--- src/common/core_axi_pkg.sv ---
// ****************************************
// Core AXI wrapper package
// Bus widths, opcodes, FSM states and
// machine-level interrupt cause codes
// ****************************************

package core_axi_pkg;

  // Bus geometry
  localparam int ADDR_W = 40;
  localparam int DATA_W = 64;
  localparam int STRB_W = DATA_W / 8;

  // Interrupt inputs
  localparam int EXT_IRQ_N = 40;
  localparam int CAUSE_W   = 4;

  // Core request opcode
  typedef enum logic {
    OP_LOAD,
    OP_STORE
  } mem_op_e;

  // Issue stage FSM
  typedef enum logic [1:0] {
    ISS_IDLE,
    ISS_ADDR,
    ISS_WAIT
  } issue_state_e;

  // AXI response codes
  localparam logic [1:0] RESP_OKAY   = 2'b00;
  localparam logic [1:0] RESP_SLVERR = 2'b10;

  // Machine-level cause codes from the privileged spec
  localparam logic [CAUSE_W-1:0] IRQ_MSI = 4'd3;
  localparam logic [CAUSE_W-1:0] IRQ_MTI = 4'd7;
  localparam logic [CAUSE_W-1:0] IRQ_SEI = 4'd9;
  localparam logic [CAUSE_W-1:0] IRQ_MEI = 4'd11;

endpackage

--- src/biu/biu_issue.sv ---
// ****************************************
// BIU issue stage
// Drives AW/W or AR for one buffered
// request, then waits for its response
// ****************************************

module biu_issue
  import core_axi_pkg::*;
(
  input  logic              clk_i,
  input  logic              rst_i,
  input  logic              buf_valid_i,
  output logic              buf_ready_o,
  input  mem_op_e           buf_op_i,
  input  logic [ADDR_W-1:0] buf_addr_i,
  input  logic [DATA_W-1:0] buf_wdata_i,
  input  logic [STRB_W-1:0] buf_strb_i,
  output logic              aw_valid_o,
  input  logic              aw_ready_i,
  output logic [ADDR_W-1:0] aw_addr_o,
  output logic [2:0]        aw_size_o,
  output logic              w_valid_o,
  input  logic              w_ready_i,
  output logic [DATA_W-1:0] w_data_o,
  output logic [STRB_W-1:0] w_strb_o,
  output logic              w_last_o,
  output logic              ar_valid_o,
  input  logic              ar_ready_i,
  output logic [ADDR_W-1:0] ar_addr_o,
  output logic [2:0]        ar_size_o,
  output logic              pend_valid_o,
  output mem_op_e           pend_op_o,
  input  logic              resp_done_i
);

  issue_state_e      state_q, state_d;
  mem_op_e           op_q;
  logic [ADDR_W-1:0] addr_q;
  logic [DATA_W-1:0] wdata_q;
  logic [STRB_W-1:0] strb_q;
  logic              aw_done_q, w_done_q;
  logic              take, in_addr, is_store;
  logic              aw_fire, w_fire, ar_fire, addr_end;

  assign buf_ready_o = (state_q == ISS_IDLE);
  assign take        = buf_valid_i && buf_ready_o;
  assign in_addr     = (state_q == ISS_ADDR);
  assign is_store    = (op_q == OP_STORE);

  // AW and W rise together, each drops on its own handshake
  assign aw_valid_o = in_addr && is_store && !aw_done_q;
  assign w_valid_o  = in_addr && is_store && !w_done_q;
  assign ar_valid_o = in_addr && !is_store;

  assign aw_fire = aw_valid_o && aw_ready_i;
  assign w_fire  = w_valid_o && w_ready_i;
  assign ar_fire = ar_valid_o && ar_ready_i;

  assign addr_end = in_addr && (is_store ? ((aw_done_q || aw_fire) && (w_done_q || w_fire))
                                         : ar_fire);

  assign pend_valid_o = addr_end;
  assign pend_op_o    = op_q;

  // Full bus width on every beat
  assign aw_size_o = 3'($clog2(STRB_W));
  assign ar_size_o = 3'($clog2(STRB_W));
  assign aw_addr_o = addr_q;
  assign ar_addr_o = addr_q;
  assign w_data_o  = wdata_q;
  assign w_strb_o  = strb_q;
  assign w_last_o  = 1'b1;

  always_comb begin
    state_d = state_q;
    case (state_q)
      ISS_IDLE: if (take) state_d = ISS_ADDR;
      ISS_ADDR: if (addr_end) state_d = ISS_WAIT;
      ISS_WAIT: if (resp_done_i) state_d = ISS_IDLE;
      default:  state_d = ISS_IDLE;
    endcase
  end

  always_ff @(posedge clk_i) begin
    if (rst_i) begin
      state_q   <= ISS_IDLE;
      aw_done_q <= 1'b0;
      w_done_q  <= 1'b0;
    end else begin
      state_q <= state_d;
      if (take) begin
        aw_done_q <= 1'b0;
        w_done_q  <= 1'b0;
      end else begin
        if (aw_fire) aw_done_q <= 1'b1;
        if (w_fire) w_done_q <= 1'b1;
      end
    end
  end

  always_ff @(posedge clk_i) begin
    if (take) begin
      op_q    <= buf_op_i;
      addr_q  <= buf_addr_i;
      wdata_q <= buf_wdata_i;
      strb_q  <= buf_strb_i;
    end
  end

endmodule

--- src/biu/biu_resp.sv ---
// ****************************************
// BIU response stage
// Accepts B or R for the outstanding
// transaction, returns it to the core
// ****************************************

module biu_resp
  import core_axi_pkg::*;
(
  input  logic              clk_i,
  input  logic              rst_i,
  input  logic              pend_valid_i,
  input  mem_op_e           pend_op_i,
  input  logic              b_valid_i,
  output logic              b_ready_o,
  input  logic [1:0]        b_resp_i,
  input  logic              r_valid_i,
  output logic              r_ready_o,
  input  logic [DATA_W-1:0] r_data_i,
  input  logic [1:0]        r_resp_i,
  input  logic              r_last_i,
  output logic              resp_done_o,
  output logic              rsp_valid_o,
  input  logic              rsp_ready_i,
  output mem_op_e           rsp_op_o,
  output logic [DATA_W-1:0] rsp_rdata_o,
  output logic              rsp_err_o
);

  logic              exp_valid_q;
  mem_op_e           exp_op_q;
  logic              rsp_valid_q;
  mem_op_e           rsp_op_q;
  logic [DATA_W-1:0] rsp_rdata_q;
  logic              rsp_err_q;
  logic              b_fire, r_fire;

  // Only the expected channel opens, and only with a free output slot
  assign b_ready_o = exp_valid_q && (exp_op_q == OP_STORE) && !rsp_valid_q;
  assign r_ready_o = exp_valid_q && (exp_op_q == OP_LOAD) && !rsp_valid_q;

  assign b_fire      = b_valid_i && b_ready_o;
  assign r_fire      = r_valid_i && r_ready_o;
  assign resp_done_o = b_fire || r_fire;

  assign rsp_valid_o = rsp_valid_q;
  assign rsp_op_o    = rsp_op_q;
  assign rsp_rdata_o = rsp_rdata_q;
  assign rsp_err_o   = rsp_err_q;

  always_ff @(posedge clk_i) begin
    if (rst_i) begin
      exp_valid_q <= 1'b0;
      rsp_valid_q <= 1'b0;
    end else begin
      if (pend_valid_i) exp_valid_q <= 1'b1;
      else if (resp_done_o) exp_valid_q <= 1'b0;
      if (resp_done_o) rsp_valid_q <= 1'b1;
      else if (rsp_ready_i) rsp_valid_q <= 1'b0;
    end
  end

  always_ff @(posedge clk_i) begin
    if (pend_valid_i) exp_op_q <= pend_op_i;
    if (b_fire) begin
      rsp_op_q    <= OP_STORE;
      rsp_rdata_q <= '0;
      rsp_err_q   <= (b_resp_i != RESP_OKAY);
    end else if (r_fire) begin
      rsp_op_q    <= OP_LOAD;
      rsp_rdata_q <= r_data_i;
      // Single beat, so a missing last is a protocol error
      rsp_err_q   <= (r_resp_i != RESP_OKAY) || !r_last_i;
    end
  end

endmodule

--- src/design/core_axi_wrap.sv ---
// ****************************************
// Core AXI wrapper top
// Core request/response port to a
// single-beat AXI4 master, plus interrupts
// ****************************************

module core_axi_wrap
  import core_axi_pkg::*;
(
  input  logic                 clk_i,
  input  logic                 rst_i,
  // Core request
  input  logic                 req_valid_i,
  output logic                 req_ready_o,
  input  mem_op_e              req_op_i,
  input  logic [ADDR_W-1:0]    req_addr_i,
  input  logic [DATA_W-1:0]    req_wdata_i,
  input  logic [STRB_W-1:0]    req_strb_i,
  // Core response
  output logic                 rsp_valid_o,
  input  logic                 rsp_ready_i,
  output mem_op_e              rsp_op_o,
  output logic [DATA_W-1:0]    rsp_rdata_o,
  output logic                 rsp_err_o,
  // AXI master
  output logic                 aw_valid_o,
  input  logic                 aw_ready_i,
  output logic [ADDR_W-1:0]    aw_addr_o,
  output logic [2:0]           aw_size_o,
  output logic                 w_valid_o,
  input  logic                 w_ready_i,
  output logic [DATA_W-1:0]    w_data_o,
  output logic [STRB_W-1:0]    w_strb_o,
  output logic                 w_last_o,
  input  logic                 b_valid_i,
  output logic                 b_ready_o,
  input  logic [1:0]           b_resp_i,
  output logic                 ar_valid_o,
  input  logic                 ar_ready_i,
  output logic [ADDR_W-1:0]    ar_addr_o,
  output logic [2:0]           ar_size_o,
  input  logic                 r_valid_i,
  output logic                 r_ready_o,
  input  logic [DATA_W-1:0]    r_data_i,
  input  logic [1:0]           r_resp_i,
  input  logic                 r_last_i,
  // Interrupts
  input  logic                 ipi_i,
  input  logic                 time_irq_i,
  input  logic [1:0]           plic_hartx_mint_req_i,
  input  logic [1:0]           plic_hartx_sint_req_i,
  input  logic [EXT_IRQ_N-1:0] ext_int_i,
  output logic                 irq_valid_o,
  output logic [CAUSE_W-1:0]   irq_cause_o,
  output logic [5:0]           irq_ext_id_o
);

  logic              buf_valid, buf_ready;
  mem_op_e           buf_op;
  logic [ADDR_W-1:0] buf_addr;
  logic [DATA_W-1:0] buf_wdata;
  logic [STRB_W-1:0] buf_strb;
  logic              pend_valid;
  mem_op_e           pend_op;
  logic              resp_done;

  req_buffer u_req_buffer (
    .clk_i       ( clk_i       ),
    .rst_i       ( rst_i       ),
    .req_valid_i ( req_valid_i ),
    .req_ready_o ( req_ready_o ),
    .req_op_i    ( req_op_i    ),
    .req_addr_i  ( req_addr_i  ),
    .req_wdata_i ( req_wdata_i ),
    .req_strb_i  ( req_strb_i  ),
    .buf_valid_o ( buf_valid   ),
    .buf_ready_i ( buf_ready   ),
    .buf_op_o    ( buf_op      ),
    .buf_addr_o  ( buf_addr    ),
    .buf_wdata_o ( buf_wdata   ),
    .buf_strb_o  ( buf_strb    )
  );

  biu_issue u_biu_issue (
    .clk_i        ( clk_i      ),
    .rst_i        ( rst_i      ),
    .buf_valid_i  ( buf_valid  ),
    .buf_ready_o  ( buf_ready  ),
    .buf_op_i     ( buf_op     ),
    .buf_addr_i   ( buf_addr   ),
    .buf_wdata_i  ( buf_wdata  ),
    .buf_strb_i   ( buf_strb   ),
    .aw_valid_o   ( aw_valid_o ),
    .aw_ready_i   ( aw_ready_i ),
    .aw_addr_o    ( aw_addr_o  ),
    .aw_size_o    ( aw_size_o  ),
    .w_valid_o    ( w_valid_o  ),
    .w_ready_i    ( w_ready_i  ),
    .w_data_o     ( w_data_o   ),
    .w_strb_o     ( w_strb_o   ),
    .w_last_o     ( w_last_o   ),
    .ar_valid_o   ( ar_valid_o ),
    .ar_ready_i   ( ar_ready_i ),
    .ar_addr_o    ( ar_addr_o  ),
    .ar_size_o    ( ar_size_o  ),
    .pend_valid_o ( pend_valid ),
    .pend_op_o    ( pend_op    ),
    .resp_done_i  ( resp_done  )
  );

  biu_resp u_biu_resp (
    .clk_i        ( clk_i       ),
    .rst_i        ( rst_i       ),
    .pend_valid_i ( pend_valid  ),
    .pend_op_i    ( pend_op     ),
    .b_valid_i    ( b_valid_i   ),
    .b_ready_o    ( b_ready_o   ),
    .b_resp_i     ( b_resp_i    ),
    .r_valid_i    ( r_valid_i   ),
    .r_ready_o    ( r_ready_o   ),
    .r_data_i     ( r_data_i    ),
    .r_resp_i     ( r_resp_i    ),
    .r_last_i     ( r_last_i    ),
    .resp_done_o  ( resp_done   ),
    .rsp_valid_o  ( rsp_valid_o ),
    .rsp_ready_i  ( rsp_ready_i ),
    .rsp_op_o     ( rsp_op_o    ),
    .rsp_rdata_o  ( rsp_rdata_o ),
    .rsp_err_o    ( rsp_err_o   )
  );

  irq_ctrl u_irq_ctrl (
    .clk_i                 ( clk_i                 ),
    .rst_i                 ( rst_i                 ),
    .ipi_i                 ( ipi_i                 ),
    .time_irq_i            ( time_irq_i            ),
    .plic_hartx_mint_req_i ( plic_hartx_mint_req_i ),
    .plic_hartx_sint_req_i ( plic_hartx_sint_req_i ),
    .ext_int_i             ( ext_int_i             ),
    .irq_valid_o           ( irq_valid_o           ),
    .irq_cause_o           ( irq_cause_o           ),
    .irq_ext_id_o          ( irq_ext_id_o          )
  );

endmodule

--- src/design/irq_ctrl.sv ---
// ****************************************
// Interrupt controller
// Registers the interrupt lines and picks
// the highest-priority machine cause
// ****************************************

module irq_ctrl
  import core_axi_pkg::*;
(
  input  logic                 clk_i,
  input  logic                 rst_i,
  input  logic                 ipi_i,
  input  logic                 time_irq_i,
  input  logic [1:0]           plic_hartx_mint_req_i,
  input  logic [1:0]           plic_hartx_sint_req_i,
  input  logic [EXT_IRQ_N-1:0] ext_int_i,
  output logic                 irq_valid_o,
  output logic [CAUSE_W-1:0]   irq_cause_o,
  output logic [5:0]           irq_ext_id_o
);

  logic                 ipi_q, time_q, mint_q, sint_q;
  logic [EXT_IRQ_N-1:0] ext_q;
  logic                 mei;
  logic                 valid_d;
  logic [CAUSE_W-1:0]   cause_d;
  logic [5:0]           ext_id_d;

  assign mei = mint_q || (|ext_q);

  always_comb begin
    valid_d = 1'b1;
    cause_d = '0;
    if (mei) cause_d = IRQ_MEI;
    else if (ipi_q) cause_d = IRQ_MSI;
    else if (time_q) cause_d = IRQ_MTI;
    else if (sint_q) cause_d = IRQ_SEI;
    else valid_d = 1'b0;
  end

  // Lowest set line wins
  always_comb begin
    ext_id_d = '0;
    for (int i = EXT_IRQ_N - 1; i >= 0; i--) begin
      if (ext_q[i]) ext_id_d = 6'(i);
    end
  end

  always_ff @(posedge clk_i) begin
    if (rst_i) begin
      ipi_q        <= 1'b0;
      time_q       <= 1'b0;
      mint_q       <= 1'b0;
      sint_q       <= 1'b0;
      ext_q        <= '0;
      irq_valid_o  <= 1'b0;
      irq_cause_o  <= '0;
      irq_ext_id_o <= '0;
    end else begin
      ipi_q  <= ipi_i;
      time_q <= time_irq_i;
      // Hart one's PLIC bits are not used
      mint_q <= plic_hartx_mint_req_i[0];
      sint_q <= plic_hartx_sint_req_i[0];
      ext_q  <= ext_int_i;
      irq_valid_o  <= valid_d;
      irq_cause_o  <= cause_d;
      irq_ext_id_o <= ext_id_d;
    end
  end

endmodule

--- src/design/req_buffer.sv ---
// ****************************************
// Request buffer
// Two-entry FIFO between core requests
// and the AXI issue stage
// ****************************************

module req_buffer
  import core_axi_pkg::*;
(
  input  logic              clk_i,
  input  logic              rst_i,
  input  logic              req_valid_i,
  output logic              req_ready_o,
  input  mem_op_e           req_op_i,
  input  logic [ADDR_W-1:0] req_addr_i,
  input  logic [DATA_W-1:0] req_wdata_i,
  input  logic [STRB_W-1:0] req_strb_i,
  output logic              buf_valid_o,
  input  logic              buf_ready_i,
  output mem_op_e           buf_op_o,
  output logic [ADDR_W-1:0] buf_addr_o,
  output logic [DATA_W-1:0] buf_wdata_o,
  output logic [STRB_W-1:0] buf_strb_o
);

  mem_op_e           op_q    [2];
  logic [ADDR_W-1:0] addr_q  [2];
  logic [DATA_W-1:0] wdata_q [2];
  logic [STRB_W-1:0] strb_q  [2];

  logic       wr_ptr_q, rd_ptr_q;
  logic [1:0] count_q, count_d;
  logic       ready_q;
  logic       push, pop;

  assign push    = req_valid_i && ready_q;
  assign pop     = buf_valid_o && buf_ready_i;
  assign count_d = count_q + 2'(push) - 2'(pop);

  // Ready is registered, so it stays low for the first cycle out of reset
  assign req_ready_o = ready_q;
  assign buf_valid_o = (count_q != 2'd0);

  assign buf_op_o    = op_q[rd_ptr_q];
  assign buf_addr_o  = addr_q[rd_ptr_q];
  assign buf_wdata_o = wdata_q[rd_ptr_q];
  assign buf_strb_o  = strb_q[rd_ptr_q];

  always_ff @(posedge clk_i) begin
    if (rst_i) begin
      wr_ptr_q <= 1'b0;
      rd_ptr_q <= 1'b0;
      count_q  <= 2'd0;
      ready_q  <= 1'b0;
    end else begin
      if (push) wr_ptr_q <= ~wr_ptr_q;
      if (pop) rd_ptr_q <= ~rd_ptr_q;
      count_q <= count_d;
      ready_q <= (count_d != 2'd2);
    end
  end

  always_ff @(posedge clk_i) begin
    if (push) begin
      op_q[wr_ptr_q]    <= req_op_i;
      addr_q[wr_ptr_q]  <= req_addr_i;
      wdata_q[wr_ptr_q] <= req_wdata_i;
      strb_q[wr_ptr_q]  <= req_strb_i;
    end
  end

endmodule

--- config.mk ---
export PLATFORM = sky130hd
export DESIGN_NAME = core_axi_wrap
export DESIGN_NICKNAME = d
export VERILOG_FILES = /design/src/common/core_axi_pkg.sv /design/src/biu/biu_issue.sv /design/src/biu/biu_resp.sv /design/src/design/core_axi_wrap.sv /design/src/design/irq_ctrl.sv /design/src/design/req_buffer.sv
export SDC_FILE = /design/constraint.sdc
export NUM_CORES = 1
export LEC_CHECK = 0
export BUFFER_PORTS_ARGS = -buffer_cell sky130_fd_sc_hd__buf_2
export CORE_AREA = 8 8 175 244
export DETAILED_ROUTE_END_ITERATION = 6
export DIE_AREA = 0 0 183 252
export PLACE_DENSITY = 0.66
export SLEW_MARGIN = 25
export SYNTH_ARGS = -nofsm -noshare
export SYNTH_HDL_FRONTEND = slang
export SYNTH_SLANG_ARGS = --single-unit
--- constraint.sdc ---
create_clock -name clk_i -period 12.9 [get_ports clk_i]
set_clock_uncertainty 0.2 [all_clocks]
set_input_delay 2.58 -clock clk_i [delete_from_list [all_inputs] [get_ports clk_i]]
set_output_delay 2.58 -clock clk_i [all_outputs]
set_load 0.005 [all_outputs]
==> summary.txt <==
Outcome
  • Outcome: finished clean

STA
  • Final WS setup: 8.03 ns
  • Measured slew at the worst slew-check pin: 1.03 ns
  • Fin. Hold Viols: 0
  • RSZ-0062 raised after global routing: false
  • Final setup violation count: 0
  • Slew margin rel.: slightly above 30%
  • Tcrit/Tclk final: 37.8%
  • Final min period: between 4 and 5 ns
  • Setup TNS: 0 ns
  • Fmax: 205 MHz
  • Final Max Tran Viols: 0

Detailed routing
  • Routed Antenna Nets: 0
  • Drt total wl: roughly 40000 um
  • Vias per inst: about 4.8
  • Router iterations before antenna repair: 6
  • DR vias: ~10000
  • Initial drt markers: between 400 and 500
  • Post-DR wirelength/cell: 19.6 um
  • DR DRC count: 0

Setup path
  • Crit. End Element: output pin
  • Crit path kind: flip-flop to output pin
  • WP data required: 10.12 ns
  • Critical-path cell list: nor3b_1 -> buf_2
  • Worst Path Max Fanout: 4
  • Worst Path Arrival: 2.09 ns
  • Max incr delay on CP: between 0.8 and 0.9 ns
  • Worst path slowest cell: nor3b_1
  • R2R depth: 5
  • Worst Setup Start Kind: flip-flop

Cells and area
  • Post-route cell area: roughly 21000 um^2
  • Multi-input gate area: about 3200 um^2
  • Fin util: 53.0%
  • FILL cells: ~3300
  • Syn-to-layout area delta: 24.5%
  • Final nets: roughly 1700
  • Share of layout cells above drive strength 1: a little over two fifths
  • Register Area: 12800 um^2

Die
  • Initial Util: a little over two fifths
  • Die ar.: around 46000 um^2
  • FP Rows: 86
  • I/O pin cnt: 480
  • Die width: 183 um
  • Core ar.: just under 40000 um^2
  • Die Y-Extent: ~250 um

Worst hold path
  • Hold WC Path Type: flip-flop to flip-flop
  • Hold Path Stages: 1

Place
  • Routability cong.: 0.940
  • IO buf count: 470
  • Final HPWL DP: between 20000 and 30000 um
  • Pre-CTS setup slack: 7.88 ns
  • Placed Area: 19200 um^2

Clock tree
  • Clock sinks: approximately 470
  • Worst skew pair latency: 0.55 ns
  • Num CTS Buffers: 45
  • Clk buf depth: 3
  • Post-CTS sizing: 0
  • CTS root buf: clkbuf_16
  • Clock transition at path regs: about 0.060 ns
  • Postcts setup bufs: 0
  • H-tree Lvls: 2
  • CTS tree: yes
  • Hold_buf cts: 0

Synthesis
  • Synth unique cells: 46
  • Top FF cell, synth: edfxtp_1
  • Seq/Total Area, Yosys: 77.4%
  • Largest cells by area after synthesis: edfxtp_1, dfxtp_1, mux2_2
  • Share of the synthesized area in the top cell type: between 60% and 70%
  • Synth warn: 0
  • Synthesized area: roughly 17000 um^2
  • Syn avg cell area: ~16 um^2
  • Register bit total from synthesis: 471
  • Area leader, netlist: edfxtp_1
  • Number of synthesized flops with an enable pin: approximately 340
  • Mapped Cells: roughly 1100
  • Ys async rst share: 0%

Global routing
  • Pin count of the biggest net entering global routing: around 120
  • Initial antenna violation count: 14
  • Global-route wire length before repair: about 59000 um
  • Total gr overflow: 0
  • Vias in the first global route: around 10000
  • Total GRT Usage: between 10% and 20%

Power and ir drop
  • Logic pwr share: approximately a fifth
  • Flop pwr share: between 50% and 60%
  • Overall power: around 4.3 mW
  • Switching share of power: 26.8%
  • LEAKAGE: 8.07 nW
  • Sw Pwr: roughly 1.2 mW
  • Pwr Density: 209 nW/um^2
  • Clock share of power: just under 30%
  • Pint: ~3.2 mW
  • VDD IR max: ~150 uV

Job
  • Maximum capacitance violations: 0
routing by layer:
layer / vias to the layer above / share of wire (%) / global-route usage (%)
li1: 4675 / - / -
met4: 12 / 2.5 / 5.61
met3: 72 / 11 / 7.26
met5: - / 0.18 / 0
met1: 4731 / 35 / 17.3
met2: 399 / 51 / 29.9
synthesized netlist by cell type (all sizes together) (3+ instances only):
| cell | instances |
|---|---|
| nor3 | 15 |
| o31ai | 3 |
| nand2 | 139 |
| inv | 12 |
| dfxtp | 130 |
| a21oi | 79 |
| nand3 | 5 |
| nor4 | 10 |
| a211oi | 4 |
| and2 | 3 |
| nor2 | 31 |
| mux2 | 113 |
| edfxtp | 341 |
| nor2b | 50 |
| nor3b | 3 |
| clkbuf | 19 |
| buf | 70 |
| o21ai | 6 |
path summary, 6_finish.rpt:
check        slack, ns                   start              endpoint
min reg2reg       0.24     u_biu_resp.rsp_op_o   u_biu_resp.rsp_op_o
min               0.24     u_biu_resp.rsp_op_o   u_biu_resp.rsp_op_o
max reg2reg      10.02  u_biu_resp.rsp_valid_o  u_biu_resp.rsp_err_o
max               8.03  u_biu_resp.rsp_valid_o             r_ready_o
kinds of logic after synthesis:
kind of cell,count (synthesis),synth area share (%)
muxes,114,7.73
and+or+nand+nor,266,7.59
other,2,0.0453
adders and majority gates,2,0.151
buffers and inverters,101,3.49
xor gates and xnor gates,4,0.211
AOI/OAI and AO/OA,102,3.36
DFF,471,77.4
cell usage in the layout, fill, tap and decap left out, types with 5 or more instances in the layout:
cell type,synthesis,final
conb_1,2,7
mux2_2,113,113
nor2b_1,49,49
a21oi_1,79,79
nor4_1,9,9
buf_2,16,470
nand3_1,5,5
clkinv_2,0,6
clkbuf_16,0,46
nor2_1,31,30
o21ai_0,6,6
clkbuf_1,19,13
dfxtp_1,130,129
nor3_1,14,13
buf_4,48,7
edfxtp_1,341,341
inv_1,12,12
nand2_1,138,137
cell type report:
| class | instances | share of cell area, % |
|---|---|---|
| clock buffers | 63 | 5.95 |
| diodes | 2 | 0.0242 |
| well taps | 528 | 3.20 |
| repair buffers | 479 | 11.9 |
| multi-input cells | 495 | 15.6 |
| clock inverters | 18 | 0.951 |
| inverters | 12 | 0.218 |
| flip-flops and latches | 471 | 62.2 |
state kept, by name, summed over array words and instances, names as in the netlist, 2 cells and up:
register,cells
u_irq_ctrl.ext_q,40
u_biu_issue.ar_addr_o,40
u_req_buffer.addr_q,80
u_req_buffer.op_q,2
u_irq_ctrl.irq_cause_o,3
u_irq_ctrl.irq_ext_id_o,6
u_req_buffer.wdata_q,128
u_biu_issue.w_data_o,64
u_req_buffer.strb_q,16
u_biu_resp.rsp_rdata_o,64
u_biu_issue.state_q,2
u_req_buffer.count_q,2
u_biu_issue.w_strb_o,8
per-stage QoR:
step	hold slack, ns	cells
2_1_floorplan	0.236	1067
3_3_place_gp	0.230	1984
3_5_place_dp	0.236	1984
4_1_cts	0.250	2065
5_1_grt	0.269	2066
6_report	0.244	2068
power groups by stage:
stage               registers, mW  logic (mW)  clock network, mW
global route                 2.24       0.923               1.36
CTS                          2.21       0.866               1.31
finish                       2.20       0.834               1.27
global placement             2.22       0.856                  0
detailed placement           2.23       0.862                  0
floorplan                    2.26       0.444                  0
worst max-delay path, delay by kind of cell, from the launching register on:
kind                   cells  cell delay [ns]
AND/OR/NAND/NOR            1             0.88
flip-flops                 1             0.40
buffers and inverters      1             0.26
Power figures use the tool's default switching activity.
